===== src/logic/soc_pkg.sv =====
package soc_pkg;

  // bus side widths
  typedef logic [31:0] bus_addr_t;   // byte address from the master
  typedef logic [31:0] bus_data_t;   // read / write data word
  typedef logic [3:0]  byte_en_t;    // one enable per byte lane

  // decode fields cut out of bus_addr_t
  typedef logic [15:0] page_t;       // address[31:16], picks the region
  typedef logic [13:0] word_addr_t;  // address[15:2], word offset in region

  // interrupt and hid payloads
  typedef logic [31:0] irq_vec_t;    // pending bits
  typedef logic [31:0] hid_frame_t;  // serial shift word

  // address map, one 64 KB page per region
  localparam page_t PAGE_SRAM = 16'h0200;
  localparam page_t PAGE_IRQ  = 16'h0202;
  localparam page_t PAGE_HID  = 16'h0207;

  // pending bit positions
  // bits 0 and 1 stay reserved (no timer / uart here)
  localparam int IRQ_HID   = 2;
  localparam int IRQ_AUDIO = 3;

  // hid frame layout
  // low bits are payload, parity sits above them at bit 28
  localparam int HID_PARITY_BITS = 25;  // bits covered by the xor
  localparam int HID_PARITY_POS  = 28;  // expected parity bit

endpackage


===== src/logic/bus_decoder.sv =====
`timescale 1ns/1ps

module bus_decoder
  import soc_pkg::*;
(
  input  bus_addr_t  address,
  input  logic       read,
  input  logic       write,
  output logic       sram_read,
  output logic       sram_write,
  output logic       irq_clear,
  output logic       hid_read,
  output word_addr_t word_addr,
  input  bus_data_t  sram_readdata,
  input  bus_data_t  irq_readdata,
  input  bus_data_t  hid_readdata,
  input  logic       sram_wait,
  output bus_data_t  readdata,
  output logic       waitrequest
);

  page_t page;       // upper half of the address
  logic  sram_sel;
  logic  irq_sel;
  logic  hid_sel;

  assign page      = address[31:16];
  assign word_addr = address[15:2];  // byte lanes come from byteenable

  // region selects
  assign sram_sel = (page == PAGE_SRAM);
  assign irq_sel  = (page == PAGE_IRQ);
  assign hid_sel  = (page == PAGE_HID);

  // per-slave strobes, only the selected slave sees read/write
  assign sram_read  = sram_sel & read;
  assign sram_write = sram_sel & write;
  assign irq_clear  = irq_sel & write & (word_addr == '0);  // clear reg at offset 0
  assign hid_read   = hid_sel & read;  // read also consumes the frame

  // read data: or of selected slaves, unmapped reads zero
  assign readdata = (sram_sel ? sram_readdata : '0) |
                    (irq_sel  ? irq_readdata  : '0) |
                    (hid_sel  ? hid_readdata  : '0);

  // only sram ever stalls
  assign waitrequest = sram_sel ? sram_wait : 1'b0;

endmodule


===== config.mk =====
export PLATFORM = sky130hd
export DESIGN_NAME = bus_decoder
export DESIGN_NICKNAME = d
export VERILOG_FILES = /design/src/logic/soc_pkg.sv /design/src/logic/bus_decoder.sv
export SDC_FILE = /design/constraint.sdc
export NUM_CORES = 1
export LEC_CHECK = 0
export ABC_AREA = 0
export BUFFER_PORTS_ARGS = -buffer_cell sky130_fd_sc_hd__buf_2
export CAP_MARGIN = 40
export CORE_ASPECT_RATIO = 1.1
export CORE_MARGIN = 4
export CORE_UTILIZATION = 26
export DETAILED_ROUTE_END_ITERATION = 10
export GPL_TIMING_DRIVEN = 0
export PLACE_DENSITY = 0.8
export SYNTH_ARGS = -nofsm -noshare
export SYNTH_HDL_FRONTEND = slang
export SYNTH_SLANG_ARGS = --single-unit

===== constraint.sdc =====
create_clock -name vclk -period 1.2
set_input_delay 0.24 -clock vclk [all_inputs]
set_output_delay 0.24 -clock vclk [all_outputs]
set_load 0.02 [all_outputs]

[Word-level counts from Yosys, hierarchy flattened]
Cells that the tools add are included.
Storage, ports and cells
  logic and storage cells: 15
  input port bits: 131
  register bits after elaboration: 0
  output and inout bits: 51
Cells by class
  bitwise logic cells: 7
  multiplexer cells: 4
  reductions and logical operators: 1
  eq/ne operators: 3
Operators by type and width (number)
  32-bit 2-to-1 mux: 3
  32-bit OR: 2
  16-bit by 10-bit equality test with 1-bit output, second input constant: 3
  14-bit zero test: 1
  1-bit AND: 5
  1-bit 2-to-1 mux: 1

[Longest topological paths before layout]
  depth after elaboration: 4
  depth in mapped cells: 6

[Worst setup path before layout]
OpenSTA, ideal clock, no wires.
  path kind: input-to-output
  start point: input port address[17]
  end point: output port sram_read
  arrival time: 1.359 ns
  stages on the path: 4
  setup slack: -0.399 ns
  cells stage by stage: buf_4 buf_6 or3_1 nor3_1
On the way
  word-level cells in the longest chain between the ends: 2
Ends and longest elaborated chain
  start, declared: line bus_decoder.sv:6  | input bus_addr_t address,
  16-bit by 10-bit equality test with 1-bit output: line bus_decoder.sv:31  | assign sram_sel = (page == PAGE_SRAM);
  1-bit AND: line bus_decoder.sv:36  | assign sram_read = sram_sel & read;
  end, declared: line bus_decoder.sv:9  | output logic sram_read,
Every way passes these cells.

[Worst setup path in the final report]
  start point: input port address[24]
  end point: output port readdata[5]
On the way
  word-level cells in the longest chain between the ends: 4
Ends and longest elaborated chain
  16-bit by 10-bit equality test with 1-bit output, on equally long branches: line bus_decoder.sv:31, bus_decoder.sv:32
  32-bit 2-to-1 mux, on equally long branches: line bus_decoder.sv:42, bus_decoder.sv:43
  32-bit OR: line bus_decoder.sv:42  | assign readdata = (sram_sel ? sram_readdata : '0) |
  32-bit OR (*): line bus_decoder.sv:43  | (irq_sel ? irq_readdata : '0) |
  end, declared: line bus_decoder.sv:18  | output bus_data_t readdata,
Every way passes the cells marked *; elsewhere a longest branch is shown, timed or not.

==> impl_summary.txt <==
----------------------------------------------------
[Layout]
  Layout clock buffers ... 0
  Post-route insts no fill ... 380
  Antenna Diode Count ... 0
  Area used by multi-input combinational logic ... approximately 1200 um^2
  Leading cell types in the layout, fill and taps excluded ... 173 x sky130_fd_sc_hd__buf_2, 32 x sky130_fd_sc_hd__nor2_4, 32 x sky130_fd_sc_hd__mux2_2
  Num sequential ... 0
  Syn-to-layout area delta ... 127%
  Most common library cell in the layout ignoring fill and taps ... sky130_fd_sc_hd__buf_2
  Footprint of the flip-flops and latches ... 0 um^2
  Post-layout net count ... 461
  Area of all placed cells without fillers ... between 2000 and 2500 um^2
  Share of final-layout standard cells stronger than drive strength 1 ... 87.5%
  FILL cells ... about 360

[Synthesis]
  Yosys warning total ... 0
  Distinct cell type count of the synthesized netlist ... 18
  Mapped cell area ... around 1100 um^2
  Avg Inst Size Synth ... about 7.4 um^2
  Post-Syn Nets ... 278
  Post-synthesis cell count ... between 100 and 150
  Post-synthesis sequential area ratio ... 0%

[Die]
  Area of the die ... ~5300 um^2
  Placeable core area ... 3990 um^2
  Vertical extent of the die ... 75.7 um
  Number of placement rows ... 24
  Die width ... 69.6 um
  Effective utilization at floorplan ... 27.2%
  Ports ... 182

[Timing]
  Upper clock frequency limit ... 0.608 GHz
  Count of final hold-check violations ... 0
  Remaining max-slew budget at the tightest pin ... around four fifths
  Final worst path period share ... 137%
  Fin Setup TNS ... -15.74 ns
  Hold WS ... approximately 0.80 ns
  Post-route worst setup slack ... -0.446 ns
  Final setup violating endpoints ... 37
  Actual transition at the worst max-transition pin ... 0.313 ns
  Final Critical Period ... 1.65 ns
  Unrepaired setup endpoints after global routing ... yes
  Final Max Slew Viols ... 0

[Clocking]
  Hold-fix buffers at CTS ... 0

[Placed design]
  Number of buffers inserted by port buffering ... 179
  Post-Place Worst Slack ... -0.696 ns
  HPWL after DPL ... 4780 um
  Placed Instance Area ... 2320 um^2
  Placed instance count ... ~380
  GP Congestion ... 0.815

[Route]
  Iteration-0 DRC Markers ... 51
  Average detailed-routed wire length per instance ... 14.7 um
  Post-DRT Antenna Nets ... 0
  Total vias in the final route ... 1867
  Post-Route WL ... 5590 um
  DRC viols ... 0
  First-pass detailed-route iteration total ... 4
  Average vias per placed instance ... between 4 and 5

[Pwr]
  Power per unit of standard cell area ... around 250 nW/um^2
  Worst vdd rail ir drop ... 0.133 mV
  Leakage Power ... 1.22 nW

[Global routing]
  Via count of the first global-routing pass ... between 1500 and 2000
  Grt met1 use ... between 10% and 20%
  Met2 Usage GRT ... 40.9%
  Global-route total usage across every layer ... about a fifth
  Global-route wire length before repair ... 8520 um
  Maximum number of pins on one net before global-route repair ... 11
  Leftover overflow at the end of global routing ... 0
  GR Layer Usage met3 ... 5.15%
  Antenna violations before repair ... 1
  Gr busiest metal ... met2

[Run status]
  Violations in the final reports ... negative setup slack
  Run status ... finished, violations left

[Job]
  Number of max-cap violations ... 0

[Worst setup path]
  Slowest cell on the critical path ... sky130_fd_sc_hd__nor4b_4
  Data arrival time of the critical path ... around 1.4 ns
  Type of destination of the critical path ... primary output
  Critical path type ... primary input to primary output
  Critical path, cell by cell ... buf_8 > nor4b_4 > nand4_4 > buf_8 > nor2_4 > buf_2
  Worst Path Max Fanout ... 10
  Delay of the slowest cell on the worst path ... 0.33 ns
  Data required, critical path ... 0.96 ns
  Type of origin of the critical path ... primary input
  Critical path's most frequent cell ... sky130_fd_sc_hd__buf_8

[Hold path]
  Worst min-delay path class ... primary input to primary output

----------------------------------------------------
[cell type report]
cell class / count / share of cell area (%)
buffer: 28 / 9.09
inverter: 3 / 0.457
multi-input combinational: 116 / 48.4
tap: 52 / 2.64
timing repair buffer: 181 / 39.4
[cells in the mapped netlist]
library cell	instances	area (um^2)
sky130_fd_sc_hd__buf_6	4	45.0
sky130_fd_sc_hd__nand3_1	1	5.00
sky130_fd_sc_hd__or3_1	1	6.26
sky130_fd_sc_hd__clkbuf_1	3	11.3
sky130_fd_sc_hd__nand2_1	2	7.51
sky130_fd_sc_hd__buf_2	4	20.0
sky130_fd_sc_hd__and3_1	1	6.26
sky130_fd_sc_hd__nor4b_1	2	17.5
sky130_fd_sc_hd__buf_4	17	128
sky130_fd_sc_hd__nor4_2	1	12.5
sky130_fd_sc_hd__inv_1	3	11.3
sky130_fd_sc_hd__nor3_1	5	25.0
sky130_fd_sc_hd__nor2_1	35	131
sky130_fd_sc_hd__nor4_1	2	12.5
sky130_fd_sc_hd__a22oi_1	32	240
sky130_fd_sc_hd__nor4b_4	1	23.8
sky130_fd_sc_hd__nand4_4	1	21.3
sky130_fd_sc_hd__mux2_2	32	360
[worst paths after layout]
| kind | end | from | cells past startpoint |
|---|---|---|---|
| setup / recovery | readdata[5] | address[24] | 6 |
| hold / removal | word_addr[1] | address[3] | 3 |
[worst max-delay path, delay by kind of cell]
kind / cells / cell delay, ns
buf+inv: 3 / 0.50
simple gates: 3 / 0.66
[metrics by stage]
stage	utilization, %	total power [W]
6_report	61.7	0.000616
5_1_grt	61.7	0.000669
4_1_cts	60.9	0.000609
3_5_place_dp	58.2	0.000596
3_3_place_gp	58.2	0.000581
2_1_floorplan	-	0.000319
[routing by layer]
layer  vias to the layer above  part of all wire (%)  wire length (um)
met4                         2                   1.1                63
met3                         8                    11               605
li1                        897                     -                 -
met2                       116                    57              3190
met1                       844                    31              1720
met5                         -                  0.14                 8
[logic make-up (layout without fill, tap and decap cells)]
| group | count (synthesis) | after routing | synth area share, % |
|---|---|---|---|
| AOI/OAI and AO/OA | 32 | 32 | 22.1 |
| buffers and inverters | 31 | 212 | 19.8 |
| muxes | 32 | 32 | 33.2 |
| and+or+nand+nor | 52 | 52 | 24.8 |
[where the power goes]
group          total, W  switching [W]  internal, W
Sequential            0              0            0
Clock                 0              0            0
Combinational  0.000616       0.000274     0.000342
[what timing repair did]
action,4_1_cts,5_1_grt
gates resized for setup,24,7
setup endpoints to repair,37,37
pin swaps,4,0
buffers inserted,2,0
Power figures use the tool's default switching activity.
