==> config.mk <==
export PLATFORM = sky130hd
export DESIGN_NAME = audio_rate_gen
export DESIGN_NICKNAME = d
export VERILOG_FILES = /design/src/logic/soc_pkg.sv /design/src/logic/audio_rate_gen.sv
export SDC_FILE = /design/constraint.sdc
export NUM_CORES = 1
export LEC_CHECK = 0
export ABC_AREA = 1
export BUFFER_PORTS_ARGS = -buffer_cell sky130_fd_sc_hd__buf_2
export CORE_MARGIN = 4
export CORE_UTILIZATION = 45
export CTS_CLUSTER_DIAMETER = 100
export DETAILED_ROUTE_END_ITERATION = 8
export PLACE_DENSITY = 0.58
export SKIP_CTS_REPAIR_TIMING = 1
export SLEW_MARGIN = 40
export SYNTH_ARGS = -nofsm -noshare
export SYNTH_HDL_FRONTEND = slang
export SYNTH_SLANG_ARGS = --single-unit
==> constraint.sdc <==
create_clock -name clk -period 1.3 [get_ports clk]
set_input_delay 0.13 -clock clk [delete_from_list [all_inputs] [get_ports clk]]
set_output_delay 0.13 -clock clk [all_outputs]
set_load 0.01 [all_outputs]
==> src/logic/soc_pkg.sv <==
package soc_pkg;

  // bus side widths
  typedef logic [31:0] bus_addr_t;   // byte address from the master
  typedef logic [31:0] bus_data_t;   // read / write data word
  typedef logic [3:0]  byte_en_t;    // one enable per byte lane

  // decode fields cut out of bus_addr_t
  typedef logic [15:0] page_t;       // address[31:16], picks the region
  typedef logic [13:0] word_addr_t;  // address[15:2], word offset in region

  // interrupt and hid payloads
  typedef logic [31:0] irq_vec_t;    // pending bits
  typedef logic [31:0] hid_frame_t;  // serial shift word

  // address map, one 64 KB page per region
  localparam page_t PAGE_SRAM = 16'h0200;
  localparam page_t PAGE_IRQ  = 16'h0202;
  localparam page_t PAGE_HID  = 16'h0207;

  // pending bit positions
  // bits 0 and 1 stay reserved (no timer / uart here)
  localparam int IRQ_HID   = 2;
  localparam int IRQ_AUDIO = 3;

  // hid frame layout
  // low bits are payload, parity sits above them at bit 28
  localparam int HID_PARITY_BITS = 25;  // bits covered by the xor
  localparam int HID_PARITY_POS  = 28;  // expected parity bit

endpackage

==> src/logic/audio_rate_gen.sv <==
`timescale 1ns/1ps

module audio_rate_gen
  import soc_pkg::*;
#(
  parameter int AUDIO_HALF_PERIOD = 567
) (
  input  logic clk,
  input  logic reset_n,
  output logic audio_req
);

  localparam int CNT_W = $clog2(AUDIO_HALF_PERIOD + 1);

  logic [CNT_W-1:0] count;

  // counts 0..AUDIO_HALF_PERIOD, flips the request level on wrap
  always_ff @(posedge clk or negedge reset_n) begin
    if (!reset_n) begin
      count     <= '0;
      audio_req <= 1'b0;
    end else if (count == CNT_W'(AUDIO_HALF_PERIOD)) begin
      count     <= '0;
      audio_req <= ~audio_req;  // half of one sample period
    end else begin
      count <= count + 1'b1;
    end
  end

endmodule

Yosys cells after proc, flatten, opt, wreduce, memory -nomap -nowiden --
Index checks and enable logic that the tools add are counted.
Operators by class: add/sub/neg operators 1, eq/ne operators 1, multiplexer cells 1, bitwise gates (word level) 1
Operators by type and width (count):
- adder 10 x 1 -> 10 bit, second input constant | 1
- equality test 10 bit, second input constant | 1
- two-way mux 10 bit | 1
- inverter 1 bit | 1
Storage, ports and cells: bits in registers 11, input bits 2, word-level logic and storage cells 6

Depth between registers and ports, before layout --
Gate-level depths: netlist of the first run.
depth after elaboration 2, mapped depth 7

Least setup slack after synthesis of the first run --
OpenSTA, ideal clock, no wires.
kind register to register, start register count[0], end register count[4], library setup time 0.115 ns, arrival time 1.036 ns, data required time 1.185 ns, setup slack 0.150 ns, cell stages (with the launch flop) 7, period minus slack after synthesis 1.150 ns, path through dfrtp_1 > ha_1 > nand2_2 > inv_4 > a21o_2 > nand2_1 > nor2_1
Between the ends: longest elaborated chain between the ends 2, elaborated cells on any way between the ends 3, classes of those cells add/sub (1); eq/ne (1); mux (1)
RTL lines:
- start: declaration | RTL line audio_rate_gen.sv:15 | logic [CNT_W-1:0] count;
- start signal: assignment | RTL line audio_rate_gen.sv:26 | count <= count + 1'b1;
- adder 10 x 1 -> 10 bit / equality test 10 bit (equally long branches) | RTL line audio_rate_gen.sv:26, audio_rate_gen.sv:22
- two-way mux 10 bit * | RTL line audio_rate_gen.sv:22 | end else if (count == CNT_W'(AUDIO_HALF_PERIOD)) begin
Every way passes the cells marked *; elsewhere a longest branch is shown, timed or not. A chain may end at the register's enable or synchronous reset.

Worst setup path in the final report of the first run --
Same ends and word-level chain as after synthesis.

==> results_dict.tcl, run 1 <==
set metrics [dict create \
    grt_max_degree 12 \
    start_kind "flop" \
    setup_viol 0 \
    cap_violations 0 \
    drc 0 \
    ctsHtreeMaxLevel 1 \
    vias 419 \
    cts_inserted_buffers 3 \
    totalPowerFinal_uw 583 \
    seq_area_frac_synth 0.463 \
    cts_buffer_depth 2 \
    port_buffers 2 \
    yosys_warnings 0 \
    layout.nets 85 \
    antenna_found_initial 0 \
    die-area_um2 1970 \
    maxSlewViolCount 0 \
    worstSetupEndpointType "flop" \
    worst_clock_skew_ps 2.01 \
    ioPinCount 3 \
    fillerInstances 114 \
    clock-root-buffer "clkbuf_4" \
    ys_seq_elements 11 \
    holdWs_ps 254 \
    syn-cell-area_um2 594 \
    clk_pin_slew_ps 70 \
    syn_inst 73 \
    hold_viol 0 \
    ant_nets 0 \
    final_util 0.568 \
    ys_types 21 \
    via_per_inst 4.41 \
    worst_pin_slew_ps 248 \
    regToRegStartpoint "count[0]" \
    dp_hpwl_um 677 \
    die_h_um 44.3 \
    die_x_um 44.3 \
    slew_headroom 0.835 \
    post-route-min-period_ps 1200 \
    drt-wirelength-per-cell_um 9.25 \
    irDropWorstVdd_uv 470 \
    coreArea_um2 1170 \
    syn_nets 76 \
    drive_above_1_share 0.235 \
    layout_common_cells "nand2_1 (20), inv_1 (12), dfrtp_1 (11)" \
    gp_congestion 0.783 \
    synth.avg_cell_area_um2 8.14 \
    rr_endpoint "count[4]" \
    hold_class "input port to async pin" \
    drtIter0Drc 8 \
    n_antenna_cell 0 \
    period_share 0.926 \
    firstDrtPassIters 4 \
    arrival_ps 1370 \
    drt-total-wl_um 879 \
    final_common_cell "nand2_1" \
    rrSetupSlack_ps 100 \
    overflow 0 \
    grt_pass1_vias 363 \
    rows 12 \
    clkSinkCount 11 \
    insertion_delay_ps 270 \
    powerDensity_nw_per_um2 875 \
    crit_type "flop to flop" \
    cts_tree "built" \
    cp.required_ps 1470 \
    leakage_uw 0.000383 \
    area.growth.synth_to_final_pct 12.0 \
    max_freq_mhz 831 \
    post-place-ws_ps 105 \
    setup_slack_ps 96.5 \
    initial_core_util 0.507 \
    grt_pass1_wl_um 1500 \
    status "complete, no violations" \
    cp_max_fo 5 \
    grt_use_total 0.109 \
    ff2ff_path_depth 6 \
]
==> cells by family (layout without fill, tap and decap cells) <==
kind of cell    after synthesis  count (layout)  share of synthesized area
xor+xnor                      1               1                     0.0147
fa+ha+maj                     1               1                     0.0210
flops                        11              11                      0.463
buf+inv                      15              23                     0.0990
simple gates                 41              41                      0.356
compound gates                4               4                     0.0463
==> stage by stage <==
step	std cells	setup TNS, ps	area [um^2]
2_1_floorplan	73	0	594
3_3_place_gp	89	0	622
3_5_place_dp	89	0	622
4_1_cts	93	0	648
5_1_grt	95	-7.78	666
6_report	95	0	666
==> per-layer routing <==
metal  track usage  vias to the layer above  routed length, um
met4        0.0723                        0                 18
met2         0.140                        7                365
met5             0                        -                  0
met1         0.151                      171                458
met3        0.0407                        4                 36
li1              -                      237                  -
==> flip-flops by register name (all words and copies together) (netlist names) <==
name and flops:
audio_req 1, count 10
==> synthesized netlist by cell type, drive strengths merged <==
library cell   n  area share
nor3           1      0.0084
ha             1       0.021
o21ai          2       0.023
nand3          5       0.072
a21oi          1      0.0084
xor2           1       0.015
a21o           1       0.015
inv           15       0.099
nand4          1       0.011
nor2          11       0.099
nand2         23        0.17
dfrtp         11        0.46
==> critical path, cell delays in order (launching register included) <==
cell,delay [ps]
dfrtp_1,420
ha_1,240
nand2_2,110
inv_4,60
a21o_2,180
nand2_1,60
nor2_1,40
==> area by class of cell <==
type | instances | area (um^2) | share of cell area
multi-input cells | 47 | 260 | 0.391
repair buffers | 4 | 27.5 | 0.0414
clock buffers | 4 | 26.3 | 0.0395
well taps | 14 | 17.5 | 0.0263
flip-flops and latches | 11 | 275 | 0.414
inverters | 15 | 58.8 | 0.0883
==> worst max path at each step <==
stage                   from         to  slack, ps  cells past startpoint
finish              count[0]   count[4]        100                      6
global route        count[0]  audio_req         -8                      6
CTS                 count[0]   count[4]         90                      6
detailed placement  count[0]   count[4]        110                      6
global placement    count[0]   count[4]        130                      6
floorplan           count[0]   count[4]        150                      6
==> power by group <==
| group | internal, uW | switching (uW) | leakage, uW | total (uW) |
|---|---|---|---|---|
| clock | 119 | 112 | 0.0000150 | 231 |
| combinational | 3.06 | 6.65 | 0.000228 | 9.71 |
| sequential | 342 | 0 | 0.000139 | 342 |
| total | 464 | 119 | 0.000383 | 583 |
Note: power is estimated with default switching activity, not from simulation.
==> run 2, diff against run 1 <==
--- a/config.mk
+++ b/config.mk
@@ -7,11 +7,11 @@
 export LEC_CHECK = 0
 export ABC_AREA = 1
 export BUFFER_PORTS_ARGS = -buffer_cell sky130_fd_sc_hd__buf_2
-export CORE_MARGIN = 4
-export CORE_UTILIZATION = 45
+export CORE_AREA = 4 4 41 43
 export CTS_CLUSTER_DIAMETER = 100
 export DETAILED_ROUTE_END_ITERATION = 8
-export PLACE_DENSITY = 0.58
+export DIE_AREA = 0 0 45 47
+export PLACE_DENSITY = 0.57
 export SKIP_CTS_REPAIR_TIMING = 1
 export SLEW_MARGIN = 40
 export SYNTH_ARGS = -nofsm -noshare
==> results_dict.tcl, run 2 (same netlist as run 1, synthesis figures left out) <==
set metrics [dict create \
    maxSlewViolCount 0 \
    cp_max_fo 6 \
    drt-total-wl_um 1010 \
    ff2ff_path_depth 6 \
    die_h_um 47 \
    insertion_delay_ps 270 \
    drc 0 \
    cts_inserted_buffers 3 \
    place_area_um2 623 \
    grt_max_degree 12 \
    crit_type "flop to flop" \
    overflow 0 \
    hold_class "input port to async pin" \
    initial_core_util 0.457 \
    drt-wirelength-per-cell_um 10.5 \
    p_clk_frac 0.402 \
    worst_clock_skew_ps 3.70 \
    status "complete, no violations" \
    grt_pass1_wl_um 1750 \
    cap_violations 0 \
    final_common_cell "nand2_1" \
    largestRegisters "count (10), audio_req (1)" \
    layout_common_cells "nand2_1 (20), inv_1 (12), dfrtp_1 (11)" \
    drive_above_1_share 0.235 \
    rows 13 \
    gp_congestion 0.778 \
    holdWs_ps 258 \
    dp_hpwl_um 746 \
    final.setup.tns_ps 0 \
    placedCellCount 90 \
    multiInputGateArea_um2 260 \
    clock-root-buffer "clkbuf_4" \
    crit_chain "ha_1 > nand2_2 > inv_4 > nand3_2 > nand2_1 > nor2_1" \
    vias 442 \
    p_sw_frac 0.212 \
    period_share 0.915 \
    n_antenna_cell 0 \
    irDropWorstVdd_uv 470 \
    cp_num_buf_inv 1 \
    crit_path_top_delay_cell "dfrtp_1" \
    combPwrFrac 0.017 \
    regMostFlops "count" \
    cp.required_ps 1470 \
    setup_viol 0 \
    use_met1 0.159 \
    grtUsageMet2 0.164 \
    cts_buffer_depth 2 \
    worstSetupEndpointType "flop" \
    port_buffers 2 \
    drtIter0Drc 9 \
    layout.nets 85 \
    worst_pin_slew_ps 258 \
    area.growth.synth_to_final_pct 12.2 \
    grt_pass1_vias 406 \
    intPower_uw 464 \
    ioPinCount 3 \
    ant_nets 0 \
    critPathTopFamily "flip-flops" \
    start_kind "flop" \
    die-area_um2 2120 \
    max_freq_mhz 840 \
    met3_usage 0.0230 \
    cp.depth 6 \
    ctsHtreeMaxLevel 1 \
    leakage_uw 0.000383 \
    final_cell_area_um2 667 \
    slowest_delay_ps 400 \
    hold_viol 0 \
    via_per_inst 4.60 \
    firstDrtPassIters 4 \
    fillerInstances 136 \
    grt_use_total 0.120 \
    stdcell_count 96 \
    largest_register_ffs 10 \
    final-seq-area_um2 275 \
    clkSinkCount 11 \
    slew_headroom 0.828 \
    busiest_layer "met2" \
    rsz0062_at_grt "false" \
    die_x_um 45 \
    arrival_ps 1360 \
    post-route-min-period_ps 1190 \
    coreArea_um2 1300 \
    seqPwrFrac 0.581 \
    antenna_found_initial 0 \
    cts_tree "built" \
    powerDensity_nw_per_um2 883 \
    clk_pin_slew_ps 70 \
    p_sw_uw 125 \
]
==> run 2: cell type report <==
type,instances,area share
clock buffers,4,0.0394
inverters,15,0.0882
multi-input cells,47,0.390
flip-flops and latches,11,0.413
well taps,15,0.0281
repair buffers,4,0.0413
==> run 2: power by group through the flow <==
stage	Clock, uW	Combinational, uW	Sequential (uW)
floorplan	0	0.000211	349
global placement	0	8.37	349
detailed placement	0	8.25	349
CTS	245	8.26	342
global route	255	11.6	342
finish	237	9.99	342
==> run 2: path summary, 6_finish.rpt <==
| kind | from | endpoint | slack, ps |
|---|---|---|---|
| max | count[1] | count[9] | 110 |
| min | reset_n | count[9] | 260 |
| max reg2reg | count[1] | count[9] | 110 |
| min reg2reg | audio_req | audio_req | 500 |
| max in group asynchronous | reset_n | audio_req | 840 |
| min in group clk | audio_req | audio_req | 500 |
==> run 2: metal layers <==
metal	share of wire	wire (um)
met1	0.52	529
met2	0.43	435
met3	0.033	33
met4	0.0099	10
met5	0	0
==> run 2: metrics by stage <==
step | power [uW] | util | setup slack [ps]
after global placement | 357 | 0.479 | 126
after global routing | 609 | 0.513 | 16.4
after detailed placement | 357 | 0.479 | 112
after CTS | 595 | 0.499 | 91.8
final | 589 | 0.513 | 110
after floorplan | 349 | - | 150
