==> config.mk <==
export PLATFORM = sky130hd
export DESIGN_NAME = hid_receiver
export DESIGN_NICKNAME = d
export VERILOG_FILES = /design/src/logic/soc_pkg.sv /design/src/logic/hid_receiver.sv
export SDC_FILE = /design/constraint.sdc
export NUM_CORES = 1
export LEC_CHECK = 0
export BUFFER_PORTS_ARGS = -buffer_cell sky130_fd_sc_hd__buf_2
export CAP_MARGIN = 20
export CORE_MARGIN = 3
export CORE_UTILIZATION = 52
export DETAILED_ROUTE_END_ITERATION = 8
export PLACE_DENSITY = 0.86
export SLEW_MARGIN = 30
export SYNTH_ARGS = -nofsm -noshare
export SYNTH_HDL_FRONTEND = slang
export SYNTH_SLANG_ARGS = --single-unit
==> constraint.sdc <==
create_clock -name clk -period 2.2 [get_ports clk]
set_clock_uncertainty 0.2 [all_clocks]
set_input_delay 0.33 -clock clk [delete_from_list [all_inputs] [get_ports clk]]
set_output_delay 0.33 -clock clk [all_outputs]
set_load 0.02 [all_outputs]
==> src/logic/soc_pkg.sv <==
package soc_pkg;

  // bus side widths
  typedef logic [31:0] bus_addr_t;   // byte address from the master
  typedef logic [31:0] bus_data_t;   // read / write data word
  typedef logic [3:0]  byte_en_t;    // one enable per byte lane

  // decode fields cut out of bus_addr_t
  typedef logic [15:0] page_t;       // address[31:16], picks the region
  typedef logic [13:0] word_addr_t;  // address[15:2], word offset in region

  // interrupt and hid payloads
  typedef logic [31:0] irq_vec_t;    // pending bits
  typedef logic [31:0] hid_frame_t;  // serial shift word

  // address map, one 64 KB page per region
  localparam page_t PAGE_SRAM = 16'h0200;
  localparam page_t PAGE_IRQ  = 16'h0202;
  localparam page_t PAGE_HID  = 16'h0207;

  // pending bit positions
  // bits 0 and 1 stay reserved (no timer / uart here)
  localparam int IRQ_HID   = 2;
  localparam int IRQ_AUDIO = 3;

  // hid frame layout
  // low bits are payload, parity sits above them at bit 28
  localparam int HID_PARITY_BITS = 25;  // bits covered by the xor
  localparam int HID_PARITY_POS  = 28;  // expected parity bit

endpackage

==> src/logic/hid_receiver.sv <==
`timescale 1ns/1ps

module hid_receiver
  import soc_pkg::*;
(
  input  logic      clk,
  input  logic      reset_n,
  input  logic      hid_clk,
  input  logic      hid_dat,
  input  logic      hid_str,
  input  logic      hid_read,
  output bus_data_t hid_readdata,
  output logic      hid_strobe_pulse
);

  logic [2:0] sync_1;     // {clk, dat, str} first stage
  logic [2:0] sync_2;     // second stage, safe to use
  logic       clk_s;
  logic       dat_s;
  logic       str_s;
  logic       clk_s_d;    // previous synchronized levels for edges
  logic       str_s_d;
  logic       clk_rise;
  logic       str_rise;
  hid_frame_t frame;
  logic       parity_ok;
  logic       arrived;

  // two-flop synchronizers, all three lines see the same delay
  always_ff @(posedge clk or negedge reset_n) begin
    if (!reset_n) begin
      sync_1  <= '0;
      sync_2  <= '0;
      clk_s_d <= 1'b0;
      str_s_d <= 1'b0;
    end else begin
      sync_1  <= {hid_clk, hid_dat, hid_str};
      sync_2  <= sync_1;
      clk_s_d <= clk_s;
      str_s_d <= str_s;
    end
  end

  assign clk_s = sync_2[2];
  assign dat_s = sync_2[1];
  assign str_s = sync_2[0];

  assign clk_rise = clk_s & ~clk_s_d;
  assign str_rise = str_s & ~str_s_d;

  // lsb first, new bit enters at the top
  // xor of payload bits must match the parity slot
  assign parity_ok = (^frame[HID_PARITY_BITS-1:0]) == frame[HID_PARITY_POS];

  always_ff @(posedge clk or negedge reset_n) begin
    if (!reset_n) begin
      frame   <= '0;
      arrived <= 1'b0;
    end else begin
      if (clk_rise) frame <= {dat_s, frame[31:1]};
      if (hid_read) arrived <= 1'b0;  // read consumes the frame
      if (str_rise && parity_ok) arrived <= 1'b1;  // new frame wins over read
    end
  end

  assign hid_readdata     = arrived ? bus_data_t'(frame) : '0;
  assign hid_strobe_pulse = str_rise;  // irq on every strobe, good parity or not

endmodule

After elaboration in Yosys (flattened, before gate mapping)
Cells that the tools add are included.

cells by class
  equality and inequality tests = 1
  muxes and demuxes = 3
  bitwise operators = 4
  reduce and logical (&&, ||, !) cells = 3

operator list
  kind                 number
  $mux W32             1
  $reduce_xor A25 Y1   1
  $and A1 B1 Y1        2
  $mux W1              2
  $not A1 Y1           2
  $reduce_bool A2 Y1   1
  $eq A1 B1 Y1         1
  $logic_and A1 B1 Y1  1

word-level totals
  bits in registers = 41
  bits of input ports = 6
  word-level logic and storage cells = 17

Longest topological paths before layout
Gate-level depths: netlist of run 1.

  depth in word-level cells = 4
  mapped depth = 5
  depth with buffers taken out = 5

Least setup slack after synthesis of run 1
OpenSTA, ideal clock, no wires.

  path type = flip-flop to flip-flop
  start point = register frame[6]
  end point = register arrived
  library setup time = 96 ps
  arrival = 1626 ps
  required time = 1904 ps
  path slack = 279 ps
  stages on the path, launching flop included = 6
  period minus slack after synthesis = 1921 ps
  path through = dfrtp_1 -> xnor2_1 -> xnor2_1 -> xnor3_1 -> xnor3_1 -> o32ai_2

on the way
  cells in the longest elaborated chain, start to end = 4
  elaborated cells between the ends (all ways) = 5
  those cells by class = eq/ne: 1; mux: 1; reduce/logical: 3

ends and longest elaborated chain
  element                                               line                text
  from (decl)                                           hid_receiver.sv:25  hid_frame_t frame;
  from (signal assigned)                                hid_receiver.sv:60  if (clk_rise) frame <= {dat_s, frame[31:1]};
  $reduce_xor A25 Y1 *                                  hid_receiver.sv:53  assign parity_ok = (^frame[HID_PARITY_BITS-1:0]) == frame[HID_PARITY_POS];
  $eq A1 B1 Y1 *                                        hid_receiver.sv:53
  $logic_and A1 B1 Y1 *                                 hid_receiver.sv:62  if (str_rise && parity_ok) arrived <= 1'b1;
  $mux W1 / $reduce_bool A2 Y1 (equally long branches)  --
  to (signal assigned)                                  hid_receiver.sv:58  arrived <= 1'b0;
  to (signal assigned)                                  hid_receiver.sv:61  if (hid_read) arrived <= 1'b0;
  to (signal assigned)                                  hid_receiver.sv:62
  to (decl)                                             hid_receiver.sv:27  logic arrived;

Every way passes the cells marked *; elsewhere a longest branch is shown, timed or not.
A chain may end at the register's enable or synchronous reset.

Worst setup path after layout of run 1
  start point = register frame[2]
  end point = register arrived

Same word-level chain as after synthesis.

==> results_dict.tcl, run 1 <==
set metrics [dict create \
    outcome "complete, no violations" \
    clock_latency_ns 0.35 \
    worst_ir_drop_vdd_mv 0.592 \
    n_antenna_cell 0 \
    vias 1130 \
    synth_seq_cells 41 \
    root_buffer "clkbuf_4" \
    wl_per_cell_um 13.4 \
    clk_pin_slew_ns 0.12 \
    first_pass_iters 4 \
    cp.required_ns 2.26 \
    slew_headroom_pct 67.4 \
    fin_tns_setup_ns 0 \
    worstSetupStartpointType "flop" \
    grt_max_degree 42 \
    finish.instance_area_mm2 0.00222 \
    total_power_mw 2.25 \
    fin_hold_ws_ns 0.169 \
    yosysSeqAreaShare_pct 54.7 \
    pin_count 39 \
    dp.cells 219 \
    worst_setup_path_end_kind "flop" \
    syn_nets 146 \
    area_delta_synth_final_pct 18.1 \
    p_leak_nw 1.15 \
    cts_resized 0 \
    max_cap_viol_count 0 \
    vias_per_cell 4.87 \
    ant_nets 0 \
    fin_util_pct 64.9 \
    grt.overflow.total 0 \
    power.density_mw_per_mm2 1020 \
    layout-drive-gt1-share_pct 43.5 \
    htree_num_levels 2 \
    drt-total-wl_um 3110 \
    syn_area_per_cell_um2 13.4 \
    io_buffers 38 \
    worst_pin_slew_ns 0.490 \
    synth_warnings 0 \
    drv_slew 0 \
    max_freq_mhz 489 \
    preCtsSetupSlack_ns 0.158 \
    final-instance-count-excl-fill 232 \
    drt_iter0_drc 43 \
    synth_area_mm2 0.00188 \
    die_width_um 66.1 \
    antenna_found_initial 0 \
    nFillCells 285 \
    rows 21 \
    hold_violations 0 \
    synth_cell_type_count 13 \
    gp_congestion 0.748 \
    cts_setup_buffers 0 \
    rsz0062_at_grt "no" \
    gr-usage-all-layers_pct 16.8 \
    fin_ws_ns 0.155 \
    setup_viol 0 \
    clockBufferDepth 2 \
    worstHoldPathType "reg2reg" \
    dieHeight_um 66.1 \
    period_share_pct 93.0 \
    dpl.hpwl_um 2200 \
    core_area_mm2 0.00342 \
    criticalPathCategory "reg2reg" \
    period_needed_ns 2.05 \
    drcViolationCount 0 \
    cp_max_fo 4 \
    nNetsFinal 191 \
    numCtsBuffers 5 \
    grt_pass1_wl_um 5430 \
    final_cell_mix "dfrtp_1 (41), buf_2 (37), mux2_2 (32), and2_1 (31), xnor2_1 (20)" \
    crit_arrival_ns 2.11 \
    clkSinkCount 41 \
    grt_pass1_vias 1161 \
    cts_tree "done" \
    mostFrequentLayoutCell "dfrtp_1" \
    dieArea_mm2 0.00437 \
    synth_cells 140 \
    initial_core_util_pct 54.9 \
    placed_cell_area_mm2 0.00211 \
]
==> cells in the mapped netlist (all sizes together) <==
cell type,number,area share [%]
xnor3,2,2.4
buf,3,0.60
inv,2,0.40
nor2,1,0.20
and2,32,11
xnor2,20,9.3
o32ai,1,0.87
clkbuf,4,0.80
dfrtp,41,55
mux2,32,19
xor2,1,0.47
nand2b,1,0.33
==> where the power goes <==
part / switching (mW) / internal (mW)
Clock: 0.229 / 0.122
Sequential: 0.143 / 0.897
Combinational: 0.395 / 0.469
Total: 0.767 / 1.49
==> worst max-delay path, stage by stage (launching register included) <==
cell and delay, ns:
dfrtp_1 0.44, xnor2_1 0.19, xnor2_1 0.14, xnor3_1 0.40, xnor3_1 0.38, o32ai_2 0.21
==> registers in the layout, indices dropped and copies added (netlist names) <==
register and count:
clk_s_d 1, arrived 1, frame 32, sync_1 3
sync_2 3, str_s_d 1
==> path summary, 6_finish.rpt <==
path / cells past startpoint / start / slack, ns / end
worst max-delay path: 5 / frame[2] / 0.15 / arrived
worst min-delay path: 0 / sync_1[2] / 0.17 / sync_2[2]
worst max register to register: 5 / frame[2] / 0.15 / arrived
worst min register to register: 0 / sync_1[2] / 0.17 / sync_2[2]
max in group asynchronous: 2 / reset_n / 1.16 / frame[16]
min in group asynchronous: 2 / reset_n / 0.28 / frame[2]
==> timing repair <==
| action | in CTS | in global routing |
|---|---|---|
| endpoints found under the hold margin | 45 | 0 |
| endpoints found under the setup margin | 0 | 0 |
| hold buffers | 5 | 0 |
==> cell families (layout without fill, tap and decap cells) <==
family	count (synthesis)	after routing	synth area share (%)
muxes	32	32	19.2
and+or+nand+nor	34	34	11.3
xor gates and xnor gates	23	23	12.2
DFF	41	41	54.7
AOI/OAI and AO/OA	1	1	0.867
buffers and inverters	9	55	1.80
==> cell type report <==
cell class | instances | area, um^2 | share of cell area, %
Timing Repair Buffer | 45 | 258 | 11.6
Clock inverter | 2 | 10.0 | 0.451
Multi-Input combinational cell | 90 | 817 | 36.9
Clock buffer | 6 | 41.3 | 1.86
Sequential cell | 41 | 1030 | 46.3
Tap cell | 46 | 57.6 | 2.60
Inverter | 2 | 7.51 | 0.339
==> layer usage <==
layer | vias to the layer above | wire length, um | GRT usage, %
met5 | - | 0 | 0
met4 | 0 | 85 | 9.39
met3 | 10 | 164 | 4.08
met2 | 32 | 1530 | 26.9
met1 | 546 | 1330 | 20.7
li1 | 542 | - | -
(Power assumes the default switching activity.)
==> run 2, diff against run 1 <==
--- a/config.mk
+++ b/config.mk
@@ -10,6 +10,7 @@
 export CORE_MARGIN = 3
 export CORE_UTILIZATION = 52
 export DETAILED_ROUTE_END_ITERATION = 8
+export GPL_TIMING_DRIVEN = 0
 export PLACE_DENSITY = 0.86
 export SLEW_MARGIN = 30
 export SYNTH_ARGS = -nofsm -noshare
==> constraint.sdc (replaced) <==
create_clock -name clk -period 2.2 [get_ports clk]
set_clock_uncertainty 0.2 [all_clocks]
set_input_delay 0.33 -clock clk [delete_from_list [all_inputs] [get_ports clk]]
set_output_delay 0.33 -clock clk [all_outputs]
set_load 0.1 [all_outputs]
==> run 2 against run 1 <==
Net effect:
- cell count increased by 2.2%
- clock power about the same
- sequential share of layout area decreased by 1.6 points
- count of clock-buffer cells in the layout unchanged
- hold slack got worse by 0.0078 ns
- total power increased by 20%
- non-clock buffer count increased by 5
- largest power group is now combinational cells
- combinational power increased by 53%
==> results_dict.tcl, run 2 (synthesis results as in run 1) <==
set metrics [dict create \
    clkSinkCount 41 \
    outcome "complete, no violations" \
    intPower_mw 1.53 \
    slew_headroom_pct 62.9 \
    drcViolationCount 0 \
    grt_pass1_vias 1178 \
    fin_tns_setup_ns 0 \
    layout-drive-gt1-share_pct 42.9 \
    drt-total-wl_um 3110 \
    wl_met3_um 144 \
    rsz0062_at_grt "no" \
    gr-usage-all-layers_pct 15.6 \
    highest_layer "met4" \
    numCtsBuffers 5 \
    crit_arrival_ns 2.13 \
    worst_ir_drop_vdd_mv 0.807 \
    worstSetupStartpointType "flop" \
    area_delta_synth_final_pct 22.3 \
    power.density_mw_per_mm2 1180 \
    criticalPathCategory "reg2reg" \
    clock_latency_ns 0.34 \
    pwr-share-clk_pct 13.0 \
    swShare_pct 43.6 \
    vias_per_cell 4.85 \
    ant_nets 0 \
    dieArea_mm2 0.00437 \
    drv_slew 0 \
    final_cell_mix "dfrtp_1 (41), mux2_2 (32), and2_1 (31), xnor2_1 (20), buf_4 (20)" \
    p_leak_nw 1.15 \
    comb_power_share_pct 48.8 \
    drt_iter0_drc 34 \
    worst_pin_slew_ns 0.556 \
    setup_viol 0 \
    cp_max_fo 4 \
    seqPwrFrac_pct 38.2 \
    pin_count 39 \
    cts_tree "done" \
    gp_congestion 0.730 \
    worst_setup_path_end_kind "flop" \
    top_register "frame" \
    dieHeight_um 66.1 \
    rows 21 \
    largest_reg_flops 32 \
    clockBufferDepth 2 \
    initial_core_util_pct 54.9 \
    root_buffer "clkbuf_4" \
    clk_pin_slew_ns 0.12 \
    core_area_mm2 0.00342 \
    antenna_found_initial 0 \
    worstHoldPathType "reg2reg" \
    cp.required_ns 2.26 \
    die_width_um 66.1 \
    wl_met1_um 1380 \
    grt_max_degree 42 \
    nNetsFinal 196 \
    period_needed_ns 2.07 \
    max_cap_viol_count 0 \
    fin_util_pct 67.2 \
    period_share_pct 94.3 \
    max_freq_mhz 482 \
    cts_setup_buffers 0 \
    vias 1150 \
    grt.overflow.total 0 \
    mostFrequentLayoutCell "dfrtp_1" \
    first_pass_iters 4 \
    reg.largest.list "frame: 32 flops, sync_1: 3 flops, sync_2: 3 flops" \
    htree_num_levels 2 \
    wl_per_cell_um 13.1 \
    n_antenna_cell 0 \
    hold_violations 0 \
    grt_pass1_wl_um 5220 \
    p_switching_mw 1.18 \
    wl_met2_um 1520 \
    dpl.hpwl_um 2160 \
    io_buffers 38 \
    nFillCells 252 \
]
## run 2: through the flow
| stage | power (mW) | instances | setup WS (ns) | instance area (um^2) | hold WS, ns |
|---|---|---|---|---|---|
| 2_1_floorplan | 2.13 | 140 | 0.0346 | 1880 | -0.166 |
| 3_3_place_gp | 2.29 | 224 | 0.196 | 2120 | 0.133 |
| 3_5_place_dp | 2.33 | 224 | 0.118 | 2120 | 0.140 |
| 4_1_cts | 2.73 | 237 | 0.0137 | 2270 | 0.167 |
| 5_1_grt | 2.85 | 237 | 0.00863 | 2290 | 0.169 |
| 6_report | 2.71 | 237 | 0.126 | 2290 | 0.161 |
## run 2: critical path: stages (launching register included)
cell	delay, ns
dfrtp_1	0.43
xnor2_1	0.21
xnor2_1	0.15
xnor3_1	0.43
xnor3_1	0.38
o32ai_2	0.20
## run 2: layout make-up
class / count / area, um^2 / area share, %
clock buffer: 6 / 41.3 / 1.80
clock inverter: 2 / 10.0 / 0.436
multi-input combinational: 90 / 817 / 35.6
inverter: 2 / 7.51 / 0.327
tap: 46 / 57.6 / 2.51
sequential: 41 / 1030 / 44.7
buffer: 7 / 30.0 / 1.31
timing repair buffer: 43 / 305 / 13.3
## run 2: power groups by stage
stage	Combinational, mW	Sequential, mW	Clock (mW)
after global placement	1.25	1.04	0
after CTS	1.33	1.03	0.361
after floorplan	1.12	1.01	0
after detailed placement	1.28	1.05	0
final	1.32	1.03	0.351
after global routing	1.40	1.06	0.387
## run 2: repair_timing
action	4_1_cts	5_1_grt
hold buffers	5	0
endpoints found under the setup margin	19	28
resized for setup	19	12
hold endpoints to repair	45	0
## run 2: path summary, 6_finish.rpt
path                                start         to  slack, ns  cells after the start
worst max-delay path             frame[2]    arrived       0.13                      5
worst min-delay path            sync_1[1]  sync_2[1]       0.16                      0
worst max register to register   frame[2]    arrived       0.13                      5
worst min register to register  sync_1[1]  sync_2[1]       0.16                      0
max in group asynchronous         reset_n   frame[6]       1.15                      2
min in group asynchronous         reset_n  sync_2[1]       0.28                      2
## run 2: routing by layer
layer	vias to the layer above	global-route usage [%]
met5	-	0
met4	0	6.85
met3	7	3.40
met2	30	25.8
met1	556	19.8
li1	557	-
